**config.mk**
```make
export PLATFORM = sky130hd
export DESIGN_NAME = plru_tree
export DESIGN_NICKNAME = d
export VERILOG_FILES = /design/src/design/plru_tree.sv
export VERILOG_INCLUDE_DIRS = /design/src /design/src/include
export SDC_FILE = /design/constraint.sdc
export NUM_CORES = 1
export LEC_CHECK = 0
export ABC_AREA = 1
export BUFFER_PORTS_ARGS = -buffer_cell sky130_fd_sc_hd__buf_2
export CORE_MARGIN = 5
export CORE_UTILIZATION = 43
export DETAILED_ROUTE_END_ITERATION = 10
export MAX_ROUTING_LAYER = met4
export SLEW_MARGIN = 20
export SYNTH_ARGS = -nofsm -noshare
export SYNTH_HDL_FRONTEND = slang
export SYNTH_SLANG_ARGS = --single-unit
```
**constraint.sdc**
```tcl
create_clock -name clk -period 1.53 [get_ports clk]
set_clock_uncertainty 0.2 [all_clocks]
set_input_delay 0.153 -clock clk [delete_from_list [all_inputs] [get_ports clk]]
set_output_delay 0.153 -clock clk [all_outputs]
set_load 0.02 [all_outputs]
```
**src/include/cache_cfg.svh**
```systemverilog
`ifndef CACHE_CFG_SVH
`define CACHE_CFG_SVH

// cache geometry, 4-way, 16 sets, 32-byte lines

`define CACHE_WAYS       4
`define CACHE_SETS       16

// address split, tag | set index | block offset
`define CACHE_TAG_BITS   23
`define CACHE_IDX_BITS   4
`define CACHE_OFS_BITS   5

// one line as moved on the memory port
`define CACHE_LINE_BITS  256

// way number width
`define CACHE_WAY_BITS   2

`endif

```
**src/design/plru_tree.sv**
```systemverilog
`timescale 1ns/10ps
`include "cache_cfg.svh"

module plru_tree (
    input  logic                        clk,
    input  logic                        rst_n,
    input  logic [`CACHE_IDX_BITS-1:0]  set_idx,
    input  logic                        access,
    input  logic [`CACHE_WAY_BITS-1:0]  access_way,
    output logic [`CACHE_WAY_BITS-1:0]  victim
);

    // bit 0 picks pair 0-1 (0) or pair 2-3 (1)
    // bit 1 picks way 0 or 1, bit 2 picks way 2 or 3
    logic [`CACHE_WAYS-2:0] tree_q [`CACHE_SETS];
    logic [`CACHE_WAYS-2:0] cur;

    assign cur = tree_q[set_idx];

    // follow the bits down to the leaf
    always_comb begin
        if (cur[0]) begin
            victim = {1'b1, cur[2]};
        end else begin
            victim = {1'b0, cur[1]};
        end
    end

    always_ff @(posedge clk) begin
        if (!rst_n) begin
            for (int s = 0; s < `CACHE_SETS; s++) begin
                tree_q[s] <= '0;
            end
        end else if (access) begin
            // point every node on the path away from the used way
            tree_q[set_idx][0] <= ~access_way[1];
            if (access_way[1]) begin
                tree_q[set_idx][2] <= ~access_way[0];
            end else begin
                tree_q[set_idx][1] <= ~access_way[0];
            end
        end
    end

endmodule

```
======== After elaboration in Yosys (flattened, before gate mapping) ========
Memory sizes are Yosys's and may differ from the RTL's.
Index checks and enable logic that the tools add are counted.
word-level totals
  memory bits (writable) .................. 48
  word-level logic and storage cells ...... 20
  bits of input ports ..................... 9
  memories ................................ 1
  output and inout port bits .............. 2
  register bits after elaboration ......... 0
cells by class
  bitwise gates (word level) .............. 2
  reductions and logical operators ........ 1
  muxes and demuxes ....................... 16
memory list
  memory  depth  bits a word  rd ports  clocked after memory_dff  write ports  line             source
  tree_q  16     3            1         0                         16           plru_tree.sv:15  logic [`CACHE_WAYS-2:0] tree_q [`CACHE_SETS];
operator list
  operator            number
  1-bit two-way mux   12
  3-bit two-way mux   2
  4-bit two-way mux   1
  3-bit OR reduction  1
  2-bit two-way mux   1
  1-bit inverter      2

======== Logic depth before layout (Yosys ltp) ========
Gate-level depths: netlist (run 1).
  depth in word-level cells ............... 6
  mapped depth ............................ 13
  gate-level depth less buffers ........... 11

======== Worst setup path before layout (run 1) ========
No wires, ideal clock.
  path kind ............................... input port to output port
  start point ............................. input set_idx[0]
  end point ............................... output victim[0]
  path buffers ............................ 2
  slack ................................... -31 ps
  data arrival time ....................... 1208 ps
  data required time ...................... 1177 ps
  stages .................................. 13
  path through ............................ buf_6 > inv_4 > buf_6 > nand2_1 > nand2_1 > nand2_1 > nand2_1 > nand2_1 > nand2_1 > inv_1 > nand2_1 > nand2_1 > nand2_1
on the way
  word-level cells in the longest chain between the ends .. 2
ends and longest elaborated chain
  element                 line             source
  start: declaration      plru_tree.sv:7   input logic [`CACHE_IDX_BITS-1:0] set_idx,
  memory read 16 x 3 bit  --
  2-bit two-way mux       plru_tree.sv:22  if (cur[0]) begin
  end: declaration        plru_tree.sv:10  output logic [`CACHE_WAY_BITS-1:0] victim
No other way between the ends.

======== Worst setup path after layout (run 1) ========
  start point ............................. memory tree_q[2][0] in the netlist's numbering
  end point ............................... output victim[0]
on the way
  word-level cells in the longest chain between the ends .. 2
ends and longest elaborated chain
  element                 line
  start: declaration      plru_tree.sv:15
  memory read 16 x 3 bit  --
  2-bit two-way mux       plru_tree.sv:22
No other way between the ends.

==> results of run 1 <==
layout by cell type, fill, tap and decap left out:
| master | instances |
|---|---|
| buf_12 | 2 |
| buf_2 | 9 |
| buf_4 | 24 |
| buf_6 | 1 |
| clkbuf_1 | 2 |
| clkbuf_8 | 5 |
| clkinv_1 | 1 |
| edfxtp_1 | 48 |
| inv_1 | 26 |
| inv_2 | 13 |
| inv_4 | 1 |
| nand2_1 | 175 |
| nand2_2 | 6 |
| nand3_1 | 5 |
| nand4_1 | 2 |
| nor2_1 | 43 |
| nor2_2 | 12 |
| nor2_4 | 3 |
| nor3_1 | 9 |
| nor3_2 | 1 |
| o21ai_0 | 17 |
cell type report:
class | instances | area [sq um]
flip-flops and latches | 48 | 1440
fillers | 636 | 3230
well taps | 77 | 96.3
clock buffers | 7 | 76.3
clock inverters | 1 | 3.75
repair buffers | 36 | 277
multi-input cells | 273 | 1140
inverters | 40 | 153
final timing paths:
kind	start	end	slack, ns	cells past startpoint
max	tree_q[2][0]$_SDFFCE_PN0P_	victim[0]	-0.26	10
min	access_way[0]	tree_q[13][1]$_SDFFCE_PN0P_	0.15	3
critical path: stages, from the launching register on:
cell	delay [ns]
edfxtp_1	0.44
nand2_1	0.10
nand2_1	0.05
nand2_1	0.05
nand2_1	0.05
nand2_1	0.06
nand2_2	0.06
nor2_1	0.10
nand2_1	0.06
nand2_1	0.07
buf_6	0.11
routing by layer:
layer	GRT usage (%)	wire length (microns)	up-vias
met1	22.6	3190	1078
met3	1.98	242	8
met4	6.91	92	0
li1	-	-	1221
met5	-	0	-
met2	27.0	2970	39
per-stage QoR:
stage | TNS (ns) | std cells
floorplan | 0 | 383
global placement | -1.50 | 474
detailed placement | -2.11 | 474
CTS | -0.443 | 482
global route | -0.614 | 482
finish | -0.428 | 482
repair_timing:
item,CTS,global route
setup buffers,0,0
endpoints found under the hold margin,0,0
setup endpoints to repair,2,2
resized for setup,2,6
pin swaps,5,5
cells by family after synthesis:
group	share of synthesized area, %
simple gates	36.5
flops	50.4
compound gates	2.97
buf+inv	10.1
where the power goes:
group          total, W  switching [W]  leakage [nW]  internal, W
sequential      0.00154      0.0000249         0.457      0.00152
combinational  0.000409       0.000268         0.922     0.000141
clock          0.000744       0.000424        0.0399     0.000319
==> impl_metrics.env, run 1 <==
export IMPL_fmax_mhz=557
export IMPL_ir_drop_mv=0.389
export IMPL_netlist_area_leader_share_pct=50.4
export IMPL_syn_num_nets=392
export IMPL_cts_tree="done"
export IMPL_ys_types=20
export IMPL_initial_core_util_pct=44.6
export IMPL_slew_headroom_pct=77.9
export IMPL_drtAntennaViolNets=0
export IMPL_cp_required_ns=1.18
export IMPL_dp_worst_setup_slack_ns=-0.140
export IMPL_wl_microns=6490
export IMPL_ys_seq_area_share_pct=50.4
export IMPL_cp_max_fo=2
export IMPL_portBuffers=10
export IMPL_first_iter_violations=172
export IMPL_tritoncts_num_buffers=5
export IMPL_path_class="register to output pin"
export IMPL_clk_path_buf_depth=2
export IMPL_synthArstFlopShare_pct=0
export IMPL_overflow=0
export IMPL_grt_total_usage_pct=17.2
export IMPL_routed_via_density=4.87
export IMPL_cts_hold_buf=0
export IMPL_fp_dieH_microns=91.6
export IMPL_netlist_instances=383
export IMPL_min_period_ns=1.79
export IMPL_wl_per_cell_microns=13.5
export IMPL_p_leak_nw=1.42
export IMPL_yosysWarnings=0
export IMPL_yosysMostFrequentCell="nand2_1"
export IMPL_route_vias_total=2346
export IMPL_drt_pass1_iter_count=4
export IMPL_grt_pass1_vias=2362
export IMPL_power_density_nw_per_um2=844
export IMPL_synth_top_area_cell="edfxtp_1"
export IMPL_synth_ff_type="edfxtp_1"
export IMPL_violations="setup timing"
export IMPL_route_detailed_drc=0
export IMPL_hold_class="primary input to register"
export IMPL_syn_cell_area_sq_um=2860
export IMPL_total_power_w=0.00269
export IMPL_max_cap_violations=0
export IMPL_die_w_microns=91.6
export IMPL_largest_register_ffs=48
export IMPL_top_regs="tree_q x48"
export IMPL_rows=29
export IMPL_rsz0062_at_grt="true"
export IMPL_die_area_sq_um=8390
export IMPL_dp_hpwl_microns=4650
export IMPL_coreArea_sq_um=6420
export IMPL_whs_ns=0.148
export IMPL_grt_pass1_wl_microns=11100
export IMPL_status="complete, but fails checks"
export IMPL_finalWorstSetupSlack_ns=-0.264
export IMPL_fin_area_sq_um=3190
export IMPL_cts_clk_slew_worst_paths_ns=0.09
export IMPL_ios=11
export IMPL_n_antenna_cell=0
export IMPL_cts_root_buf="clkbuf_8"
export IMPL_htreeDepth=2
export IMPL_placedInstanceArea_sq_um=3090
export IMPL_nNetsFinal=413
export IMPL_area_growth_pct=11.5
export IMPL_cp_start_kind="register"
export IMPL_synthTopCellsByArea="edfxtp_1, nand2_1, nor2_1, inv_1, o21ai_0"
export IMPL_end_kind="output pin"
export IMPL_tightest_slew_ns=0.331
export IMPL_place_congestion=0.869
export IMPL_setup_viol=2
export IMPL_synth_area_per_cell_sq_um=7.47
export IMPL_drv_slew=0
export IMPL_cts_sinks=48
export IMPL_hold_violations=0
export IMPL_grt_max_degree=33
export IMPL_grt_antenna_before_repair=0
export IMPL_drive_above_1_share_pct=19.0
export IMPL_regMostFlops="tree_q"
export IMPL_synth_commonest_cells="nand2_1, edfxtp_1, nor2_1"
export IMPL_arrival_ns=1.44
export IMPL_post_route_util_pct=49.7
export IMPL_yosys_register_bits=48
export IMPL_synth_edf_count=48
export IMPL_finalCritPeriodShare_pct=117
Power figures use the tool's default switching activity.
==> run 2, diff against run 1 <==
- CORE_ASPECT_RATIO: not set -> 0.75
==> run 2 against run 1 <==
The flow still finishes with violations (setup timing). Final cell count rose by 1.9%. First-iteration DRC count fell by 25%. Critical path depth rose by 1. Core utilization rose by 1.2 points. Flip-flop and latch count did not move. Die area rose by 0.20%. Sequential share of layout area fell by 0.82 points. Combinational power rose by 5.6%. Non-clock buffer count rose by 5. Critical path type unchanged. Largest power group unchanged.
==> impl_metrics.env, run 2 (synthesis gave the netlist of run 1 again) <==
export IMPL_grtUsageMet1_pct=23.3
export IMPL_whs_ns=0.0587
export IMPL_n_antenna_cell=0
export IMPL_max_cap_violations=0
export IMPL_cp_max_fo=2
export IMPL_path_class="register to output pin"
export IMPL_drt_pass1_iter_count=4
export IMPL_fillers=642
export IMPL_p_leak_nw=1.46
export IMPL_min_to="tree_q[5][2]$_SDFFCE_PN0P_"
export IMPL_hold_class="primary input to register"
export IMPL_use_met3_pct=3.53
export IMPL_placed_cells=483
export IMPL_cp_required_ns=1.18
export IMPL_cp_start_kind="register"
export IMPL_ir_drop_mv=0.367
export IMPL_area_growth_pct=13.5
export IMPL_dp_hpwl_microns=4910
export IMPL_tightest_slew_ns=0.306
export IMPL_end_kind="output pin"
export IMPL_rows=25
export IMPL_tritoncts_num_buffers=5
export IMPL_first_iter_violations=129
export IMPL_fp_dieH_microns=80.6
export IMPL_cts_tree="done"
export IMPL_startpoint="tree_q[0][0]$_SDFFCE_PN0P_"
export IMPL_stdcell_count=491
export IMPL_violations="setup timing"
export IMPL_cts_clk_slew_worst_paths_ns=0.09
export IMPL_clk_path_buf_depth=2
export IMPL_grt_antenna_before_repair=0
export IMPL_routed_via_density=4.83
export IMPL_finalWorstSetupSlack_ns=-0.254
export IMPL_route_vias_total=2371
export IMPL_die_w_microns=104
export IMPL_rsz0062_at_grt="true"
export IMPL_hp_start="access_way[0]"
export IMPL_drtAntennaViolNets=0
export IMPL_cts_root_buf="clkbuf_8"
export IMPL_place_congestion=0.898
export IMPL_drive_above_1_share_pct=19.8
export IMPL_largest_register_ffs=48
export IMPL_ff_latch_area_sq_um=1440
export IMPL_die_area_sq_um=8400
export IMPL_setup_viol=2
export IMPL_regMostFlops="tree_q"
export IMPL_min_period_ns=1.78
export IMPL_whs_path_depth=2
export IMPL_overflow=0
export IMPL_cts_sinks=48
export IMPL_drv_slew=0
export IMPL_cts_hold_buf=0
export IMPL_fmax_mhz=560
export IMPL_finalCritPeriodShare_pct=117
export IMPL_route_detailed_drc=0
export IMPL_hold_violations=0
export IMPL_multi_input_area_sq_um=1140
export IMPL_final_cell_mix="nand2_1, edfxtp_1, nor2_1, buf_4, inv_1"
export IMPL_total_power_w=0.00271
export IMPL_wl_per_cell_microns=13.7
export IMPL_slew_headroom_pct=79.6
export IMPL_grt_pass1_vias=2317
export IMPL_arrival_ns=1.43
export IMPL_grt_pass1_wl_microns=11200
export IMPL_grt_max_degree=28
export IMPL_wl_microns=6710
export IMPL_gr_usage_met2_pct=28.4
export IMPL_top_regs="tree_q x48"
export IMPL_htreeDepth=2
export IMPL_nNetsFinal=418
export IMPL_power_density_nw_per_um2=835
export IMPL_portBuffers=10
export IMPL_final_common_cell="nand2_1"
export IMPL_status="complete, but fails checks"
export IMPL_grt_busiest_layer="met2"
export IMPL_initial_core_util_pct=44.8
export IMPL_grt_total_usage_pct=17.6
export IMPL_ios=11
export IMPL_post_cts_buffers=0
export IMPL_coreArea_sq_um=6380
run 2: cell count changes in the layout (fill, tap and decap cells not counted), moves of 2 or more:
cell	delta
buf_4	+4
nand2_1	+3
nand2_2	-3
clkbuf_1	-2
clkinv_2	+2
run 2: final cells by class:
cell class,count,share of cell area [%]
tap,81,3.12
clock inverter,3,0.424
sequential,48,44.4
timing repair buffer,41,10.2
multi-input combinational,273,35.0
inverter,40,4.70
clock buffer,5,2.12
run 2: layer usage:
metal	up-vias	part of all wire (%)
li1	1232	-
met1	1087	49
met2	48	45
met3	4	5.6
met4	0	0.43
met5	-	0
run 2: worst max path at each step:
stage | end | slack [ns] | depth (start not counted)
5_1_grt | victim[0] | -0.38 | 11
4_1_cts | victim[0] | -0.27 | 11
3_5_place_dp | tree_q[7][1]$_SDFFCE_PN0P_ | -0.22 | 8
3_3_place_gp | tree_q[7][1]$_SDFFCE_PN0P_ | -0.17 | 8
6_report | victim[0] | -0.25 | 11
2_1_floorplan | victim[0] | 0.03 | 13
run 2: repair_timing:
| action | in CTS | in global routing |
|---|---|---|
| resized for setup | 6 | 1 |
| pin swaps | 2 | 0 |
| setup endpoints to repair | 2 | 3 |
run 2: per-stage QoR:
stage          instance area [sq um]  setup TNS, ns  worst slack, ns  util [%]
3_3_place_gp                    3150          -2.29           -0.174      49.3
3_5_place_dp                    3150          -2.67           -0.222      49.3
4_1_cts                         3250         -0.409           -0.266      50.9
2_1_floorplan                   2860              0           0.0315         -
5_1_grt                         3250         -0.623           -0.380      50.9
6_report                        3250         -0.390           -0.254      50.9
run 2: where the power goes:
group          leakage [nW]  internal, W  switching (W)  total (W)
Clock                0.0453     0.000312       0.000433   0.000745
Combinational         0.953     0.000156       0.000275   0.000432
Sequential            0.457      0.00151      0.0000213    0.00154
Total                  1.46      0.00198       0.000730    0.00271
run 2: worst max-delay path, cell delays in order (launching register included):
cell	delay, ns
edfxtp_1	0.44
nand2_1	0.09
nand2_1	0.05
nand2_1	0.05
nand2_1	0.05
nand2_1	0.05
nand2_1	0.06
inv_1	0.06
nand2_2	0.05
nand2_1	0.05
nand2_1	0.06
buf_6	0.13
