### src/design/cache_ctrl_pkg.sv
package cache_ctrl_pkg;

    // miss handling sequence
    // IDLE -> COMPARE -> (WRITEBACK) -> FETCH -> FILL -> COMPARE
    typedef enum logic [2:0] {
        IDLE      = 3'd0,
        COMPARE   = 3'd1,   // tag check, hit responds here
        WRITEBACK = 3'd2,   // dirty victim out to memory
        FETCH     = 3'd3,   // line read from memory
        FILL      = 3'd4    // captured line written into the array
    } cache_state_e;

endpackage

### src/design/cache_ctrl.sv
`timescale 1ns/10ps

module cache_ctrl
import cache_ctrl_pkg::*;
(
    input  logic clk,
    input  logic rst_n,
    input  logic cpu_req,        // either mask nonzero
    input  logic cpu_write,
    input  logic hit,
    input  logic victim_dirty,   // replacement way valid and dirty
    input  logic mem_resp,
    output logic array_we,
    output logic set_dirty,
    output logic fill,           // array takes the fetched line
    output logic mem_read,
    output logic mem_write,
    output logic cpu_resp,
    output logic plru_access
);

    cache_state_e state_q;
    cache_state_e state_d;
    logic         cmp_hit;

    always_ff @(posedge clk) begin
        if (!rst_n) begin
            state_q <= IDLE;
        end else begin
            state_q <= state_d;
        end
    end

    always_comb begin
        state_d = state_q;
        unique case (state_q)
            IDLE: begin
                if (cpu_req) begin
                    state_d = COMPARE;
                end
            end
            COMPARE: begin
                if (hit) begin
                    state_d = IDLE;
                end else if (victim_dirty) begin
                    state_d = WRITEBACK;
                end else begin
                    state_d = FETCH;
                end
            end
            WRITEBACK: begin
                if (mem_resp) begin
                    state_d = FETCH;
                end
            end
            FETCH: begin
                if (mem_resp) begin
                    state_d = FILL;
                end
            end
            FILL: begin
                state_d = COMPARE;   // retry the lookup, now a hit
            end
            default: begin
                state_d = IDLE;
            end
        endcase
    end

    // memory strobes and fill come straight from the state
    assign mem_write = (state_q == WRITEBACK);
    assign mem_read  = (state_q == FETCH);
    assign fill      = (state_q == FILL);

    // hit qualified outputs, only meaningful in COMPARE
    assign cmp_hit     = (state_q == COMPARE) && hit;
    assign cpu_resp    = cmp_hit;
    assign plru_access = cmp_hit;
    assign set_dirty   = cmp_hit && cpu_write;
    assign array_we    = set_dirty || fill;   // write hit or line fill

endmodule

### config.mk
export PLATFORM = sky130hd
export DESIGN_NAME = cache_ctrl
export DESIGN_NICKNAME = d
export VERILOG_FILES = /design/src/design/cache_ctrl_pkg.sv /design/src/design/cache_ctrl.sv
export SDC_FILE = /design/constraint.sdc
export NUM_CORES = 1
export LEC_CHECK = 0
export ABC_AREA = 1
export CORE_AREA = 2 2 39 41
export DETAILED_ROUTE_END_ITERATION = 8
export DIE_AREA = 0 0 41 43
export DONT_BUFFER_PORTS = 1
export SLEW_MARGIN = 25
export SYNTH_ARGS = -nofsm -noshare
export SYNTH_HDL_FRONTEND = slang
export SYNTH_SLANG_ARGS = --single-unit
### constraint.sdc
create_clock -name clk -period 1.98 [get_ports clk]
set_input_delay 0 -clock clk [delete_from_list [all_inputs] [get_ports clk]]
set_output_delay 0 -clock clk [all_outputs]
set_load 0.1 [all_outputs]
* Yosys cells after proc, flatten, opt, wreduce, memory -nomap -nowiden
Index checks and enable logic that the tools add are counted.
** Storage, ports and cells
- Register bits after elaboration :: 3
- Bits of input ports :: 7
- Output and inout port bits :: 7
- Word-level logic and storage cells :: 19
** Cells by class
- Eq/ne operators :: 7
- Mux-type cells :: 6
- Reductions and logical operators :: 5
** Operator list (number)
- case mux 3 bit (5 select lines) :: 1
- two-way mux 3 bit :: 3
- == test 3 x 2 -> 1 bit, second input constant :: 2
- inequality test 2 bit, second input constant :: 3
- == test 3 x 1 -> 1 bit, second input constant :: 1
- == test 3 bit, second input constant :: 1
- zero test 3 bit :: 1
- AND reduction 3 bit :: 1
- logical AND 1 bit :: 2
- two-way mux 2 bit :: 1
- logical OR 1 bit :: 1
- two-way mux 1 bit :: 1

* Depth between registers and ports, before layout
Gate-level depths: netlist of run 1.
- Depth after elaboration :: 4
- Mapped depth :: 6
- Gate-level depth less buffers :: 6

* Least setup slack after synthesis of run 1
Ideal clock, no wire load.
- Kind :: register -> output
- Start point :: reg state_q[0]
- End point :: out array_we
- Arrival time :: 2.671 ns
- Required time :: 1.980 ns
- Setup slack :: -0.691 ns
- Cell stages (with the launch flop) :: 4
- Buffers on the path :: 0
- Path through :: dfxtp_1 nor2_2 inv_1 o21ai_0
** Between the ends
- Cells in the longest elaborated chain, start to end :: 4
- Elaborated cells on any way between the ends :: 5
** Ends and longest elaborated chain
- start, declared :: RTL line cache_ctrl.sv:22 : cache_state_e state_q;
- start signal, assigned :: RTL line cache_ctrl.sv:30 : state_q <= state_d;
- == test 3 x 1 -> 1 bit :: RTL line cache_ctrl.sv:76 : assign cmp_hit = (state_q == COMPARE) && hit;
- logical AND 1 bit :: RTL line cache_ctrl.sv:76
- logical AND 1 bit :: RTL line cache_ctrl.sv:79 : assign set_dirty = cmp_hit && cpu_write;
- logical OR 1 bit (*) :: RTL line cache_ctrl.sv:80 : assign array_we = set_dirty || fill;
- end, declared :: RTL line cache_ctrl.sv:13 : output logic array_we,
Mark *: on every way between the ends. The rest lies on a longest branch, timed or not.

* Final worst setup path of run 1
- Start point :: reg state_q[0]
- End point :: out cpu_resp
** Between the ends
- Cells in the longest elaborated chain, start to end :: 2
** Ends and longest elaborated chain
- == test 3 x 1 -> 1 bit :: RTL line cache_ctrl.sv:76
- logical AND 1 bit :: RTL line cache_ctrl.sv:76
- end, declared :: RTL line cache_ctrl.sv:18 : output logic cpu_resp,
No other way between the ends.

==> metrics.md, run 1 <==
| Metric | Value |
|---|---|
| Run status | `finished, final reports clean` |
| Hold Fails Final Rpt | `0` |
| Final Skew | `0.00286 ns` |
| Synthesized flop and latch total | `3` |
| Worst slew pin tran | `0.545 ns` |
| Setup TNS | `0 ns` |
| CP arrival | `1.47 ns` |
| Mapped Cells | `38` |
| Diode count | `0` |
| Critical Path Source Type | `flop` |
| DR vias | `257` |
| # DRC | `0` |
| Setup crit end kind | `output port` |
| Switching fraction of total power | `0.575` |
| Final min period | `1.47 ns` |
| Clk Latency, worst-skew pair | `0.23 ns` |
| Post_cts resized | `0` |
| Placed wire-length estimate | `423 um` |
| Hold Crit Class | `in -> reg` |
| Critical Path Source | `state_q[0]` |
| RSZ-0062 raised after global routing | `no` |
| Largest registers | `state_q: 3 flops` |
| Tot GR Track Use | `0.0702` |
| Nets | `56` |
| Leakage | `0.181 nW` |
| Design area | `363 sq um` |
| Initial DRC Count | `4` |
| TritonCTS clock tree | `done` |
| Wire length per cell | `8.19 um` |
| Number of global-route vias before repair | `231` |
| R2r setup slk | `0.92 ns` |
| Synth cell types | `14` |
| Core Footprint | `1380 sq um` |
| Pre-CTS WS | `0.745 ns` |
| R2r startpoint | `state_q[0]` |
| Sw Pwr | `0.315 mW` |
| Row count | `14` |
| Worst path max stage delay | `0.48 ns` |
| Via/cell ratio | `4.02` |
| Largest net degree at the start of global routing | `9` |
| Max reg flops | `3` |
| Routed wire length | `524 um` |
| Sequential fraction of the synthesis area | `0.265` |
| CP max stage cell | `buf_4` |
| Logic pwr share | `0.616` |
| Die area | `1760 sq um` |
| Register share of total power | `0.187` |
| GRT Residual Overflow | `0` |
| Clk sinks | `3` |
| Post-route ant nets | `0` |
| Power density over the cells | `1510 nW/um^2` |
| Area after DPL | `327 sq um` |
| H-Tree Depth | `1` |
| Crit path max fanout | `6` |
| Synthesis-to-finish area growth | `60.2%` |
| GP Congestion | `0.737` |
| Clock Pin Slew Worst Setup and Hold Paths | `0.04 ns` |
| Post-Syn Area | `226 sq um` |
| I/O pins | `14` |
| # port buffers | `0` |
| Initial antenna violation count | `0` |
| Final setup viols | `0` |
| Final hold slack | `0.0202 ns` |
| Ys Warns | `0` |
| Worst Min Path Start | `hit` |
| Critical path class | `reg -> out` |
| CTS max path bufs | `2` |
| Drt pass-1 iters | `4` |
| Period utilization | `0.742` |
| Worst slew margin | `0.640` |
| Most flops, register | `state_q` |
| Die Height | `43 um` |
| Die X | `41 um` |
| Cell-internal power | `0.232 mW` |
| VDD IR max | `0.000393 V` |
| Syn Area/Cell | `5.96 sq um` |
| First-pass GRT wire length | `765 um` |
| Slew Viols, Final | `0` |
| Fmax | `0.681 GHz` |
| MaxCap Viol Count | `0` |
| Clock Root Buffer | `clkbuf_4` |
| Cell Chain, Critical Path | `nand3_1 > nor2_4 > buf_4` |
| Layout cells sized above 1 | `0.396` |
| Clock network power share | `0.197` |
| Initial Util | `0.164` |
| Total CTS buffers | `3` |
| Required @ worst endpoint | `1.98 ns` |
| Syn Nets | `45` |
| Setup WS post-layout | `0.511 ns` |
[critical path: cells and delay by family, from the launching register on]
kind                   cells  cell delay, ns
buffers and inverters      1            0.48
flip-flops                 1            0.47
AND/OR/NAND/NOR            2            0.29
[final cells by class]
type	count	area [sq um]
inverters	8	30.0
fillers	164	1020
repair buffers	7	80.1
well taps	16	20.0
clock buffers	4	26.3
flip-flops and latches	3	60.1
multi-input cells	26	146
[logic make-up after synthesis]
kind of cell | share of synthesized area
buffers and inverters | 0.166
AND/OR/NAND/NOR | 0.486
AO/OA/AOI/OAI | 0.0828
flip-flops | 0.265
[through the flow]
stage,power [mW],util,cells
floorplan,0.380,-,38
global placement,0.438,0.236,59
detailed placement,0.441,0.236,59
CTS,0.557,0.262,64
global route,0.584,0.262,64
finish,0.547,0.262,64
[final timing paths]
kind / to / cells past startpoint
worst max-delay path: cpu_resp / 3
worst min-delay path: state_q[1] / 3
worst max register to register: state_q[0] / 6
worst min register to register: state_q[2] / 2
[placed cells by master (no fill, tap or decap), drive strengths merged]
| cell | n |
|---|---|
| o21ai | 1 |
| nand4 | 1 |
| dfxtp | 3 |
| nor2 | 8 |
| inv | 8 |
| buf | 6 |
| nand2 | 9 |
| nor3 | 1 |
| nand3 | 4 |
| dlygate4sd3 | 1 |
| a21oi | 2 |
| clkbuf | 4 |
[power by group through the flow]
stage          logic [mW]  registers, mW  clock network, mW
5_1_grt             0.357          0.105              0.122
3_5_place_dp        0.336          0.105                  0
4_1_cts             0.339          0.103              0.114
3_3_place_gp        0.333          0.105                  0
6_report            0.337          0.102              0.108
2_1_floorplan       0.282         0.0986                  0
[Yosys cell counts]
master   number  share of area
a21oi_1       1          0.022
nor3_2        1          0.044
nand3_1       4          0.088
a21oi_2       1          0.039
buf_4         1          0.033
nand2_1       7           0.12
nand4_1       1          0.028
nor2_1        6          0.099
o21ai_0       1          0.022
inv_2         2          0.033
nor2_2        2          0.055
inv_1         6          0.099
nand2_2       2          0.055
dfxtp_1       3           0.27
[timing repair]
action	4_1_cts	5_1_grt
hold endpoints to repair	3	0
buffers inserted	0	0
hold buffers	1	0
[layer usage]
layer  GRT usage  vias to the layer above  share of wire
met4      0.0600                        0              0
met3      0.0471                        0           0.10
met1      0.0641                      113           0.41
met5           0                        -              0
li1            -                      136              -
met2       0.100                        8           0.48
Power figures use the tool's default switching activity.
==> inputs of run 2 (changes only) <==
- ABC_AREA: 1 -> 0
- clock period: 1.98 -> 1.45 ns (I/O delays scaled with it)
==> metrics.md, run 2 <==
| Metric | Value |
|---|---|
| Post-Syn Area | `220 sq um` |
| Die area | `1760 sq um` |
| Required @ worst endpoint | `1.45 ns` |
| GP Congestion | `0.694` |
| Run status | `finished, final reports clean` |
| Post-synth EDFFs | `0` |
| Worst slew margin | `0.815` |
| Most frequent cells after synthesis | `a21oi_1 (3), dfxtp_1 (3), nor3_1 (3), nor3b_1 (3)` |
| RSZ-0062 raised after global routing | `no` |
| Wire length per cell | `9.30 um` |
| Cell-internal power | `0.265 mW` |
| Clk Latency, worst-skew pair | `0.23 ns` |
| Crit path max fanout | `8` |
| Clock network power share | `0.343` |
| Max reg flops | `3` |
| Via/cell ratio | `4.12` |
| Syn Area/Cell | `8.47 sq um` |
| CTS max path bufs | `2` |
| Final Skew | `0.0000121 ns` |
| Clock Root Buffer | `clkbuf_4` |
| Cell Chain, Critical Path | `nor4bb_4 > buf_4 > buf_12 > buf_16` |
| VDD IR max | `0.000283 V` |
| Routed wire length | `530 um` |
| I/O pins | `14` |
| Clock Pin Slew Worst Setup and Hold Paths | `0.04 ns` |
| # port buffers | `0` |
| Ys Warns | `0` |
| # DRC | `0` |
| Core Footprint | `1380 sq um` |
| H-Tree Depth | `1` |
| Final setup viols | `0` |
| Leakage | `0.174 nW` |
| Initial DRC Count | `1` |
| Pre-CTS WS | `0.167 ns` |
| Top cells by area, synth | `dfxtp_1 (27%), nor4bb_4 (11%), nor3b_1 (10%)` |
| Synthesized flop and latch total | `3` |
| Register share of total power | `0.238` |
| TritonCTS clock tree | `done` |
| Commonest non-fill, non-tap cell in the layout | `buf_4` |
| Setup WS post-layout | `0.0525 ns` |
| Predominant post-synthesis flop cell | `dfxtp_1` |
| Sw Pwr | `0.151 mW` |
| Critical Path Source Type | `flop` |
| Worst slew pin tran | `0.280 ns` |
| Tot GR Track Use | `0.0693` |
| Initial antenna violation count | `0` |
| Final Core Density | `0.325` |
| Post-route ant nets | `0` |
| Hold Crit Class | `in -> reg` |
| Initial Util | `0.159` |
| Area share of the largest cell type after synthesis | `0.273` |
| GRT Residual Overflow | `0` |
| Period utilization | `0.964` |
| MaxCap Viol Count | `0` |
| Power density over the cells | `924 nW/um^2` |
| Synth area leader | `dfxtp_1` |
| Clk sinks | `3` |
| Largest registers | `state_q: 3 flops` |
| Total CTS buffers | `3` |
| Largest net degree at the start of global routing | `9` |
| Number of global-route vias before repair | `248` |
| Ys async rst share | `0` |
| Mapped Cells | `26` |
| Setup crit end kind | `output port` |
| Sequential fraction of the synthesis area | `0.273` |
| Fmax | `0.716 GHz` |
| Diode count | `0` |
| Fill cell count | `149` |
| Worst path max stage delay | `0.37 ns` |
| Row count | `14` |
| First-pass GRT wire length | `855 um` |
| Synth cell types | `16` |
| Most flops, register | `state_q` |
| Drt pass-1 iters | `3` |
| Pwr Total | `0.416 mW` |
| CP max stage cell | `dfxtp_4` |
| Most frequent cells in the layout | `buf_4 (5), a21oi_1 (3), clkbuf_4 (3), dlygate4sd3_1 (3), buf_12 (3)` |
| CP arrival | `1.40 ns` |
| Switching fraction of total power | `0.362` |
| Multi-input logic area | `156 sq um` |
| Slew Viols, Final | `0` |
| Register area | `63.8 sq um` |
| Layout cells sized above 1 | `0.488` |
| Die Height | `43 um` |
| Syn Nets | `33` |
| Final min period | `1.40 ns` |
| Hold Fails Final Rpt | `0` |
| Logic pwr share | `0.419` |
| DR vias | `235` |
| Synthesis-to-finish area growth | `105%` |
| Critical path class | `reg -> out` |
| Placed wire-length estimate | `423 um` |
| Die X | `41 um` |
| Nets | `49` |
## run 2: cell families after synthesis
group                  synth area share
and+or+nand+nor                   0.483
AOI/OAI and AO/OA                 0.142
DFF                               0.273
buffers and inverters             0.102
## run 2: critical path: cells and delay by family, from the launching register on
kind          cells  cell delay, ns
flops             1            0.37
simple gates      1            0.28
buf+inv           3            0.51
## run 2: cell type report
cell class | count | share of cell area
clock buffer | 4 | 0.0583
inverter | 1 | 0.00833
multi-input combinational | 20 | 0.347
sequential | 3 | 0.142
tap | 16 | 0.0444
timing repair buffer | 13 | 0.400
## run 2: through the flow
step	std cells	instance area [sq um]	setup TNS [ns]	hold slack, ns
after floorplan	26	225	-4.44	0.145
after CTS	57	448	0	0.0295
after detailed placement	49	383	0	0.149
after global placement	49	383	0	0.153
after global routing	57	450	0	0.0522
final	57	450	0	0.0312
## run 2: power by group through the flow
| stage | sequential [mW] | clock, mW | combinational, mW |
|---|---|---|---|
| after floorplan | 0.0960 | 0 | 0.117 |
| final | 0.0991 | 0.143 | 0.174 |
| after global routing | 0.100 | 0.156 | 0.182 |
| after detailed placement | 0.101 | 0 | 0.165 |
| after global placement | 0.100 | 0 | 0.164 |
| after CTS | 0.100 | 0.151 | 0.175 |
## run 2: routing by layer
metal / share of wire / wire (um) / GRT usage / up-vias
met5: 0 / 0 / 0 / -
met4: 0 / 0 / 0.0600 / 0
met2: 0.54 / 284 / 0.109 / 7
met3: 0.070 / 37 / 0.0157 / 0
li1: - / - / - / 122
met1: 0.39 / 208 / 0.0710 / 106
## run 2: worst paths after layout
kind / start / end / slack, ns / depth (start not counted)
hold / removal: mem_resp / state_q[1] / 0.03 / 3
setup / recovery: state_q[1] / cpu_resp / 0.05 / 4
hold reg to reg: state_q[1] / state_q[1] / 0.59 / 2
setup reg to reg: state_q[0] / state_q[2] / 0.08 / 4
## run 2: timing repair
action / CTS / global route
resized for setup: 1 / 1
buffers inserted: 1 / 0
pin swaps: 2 / 1
endpoints found under the hold margin: 3 / 0
hold buffers: 3 / 0
endpoints found under the setup margin: 2 / 2
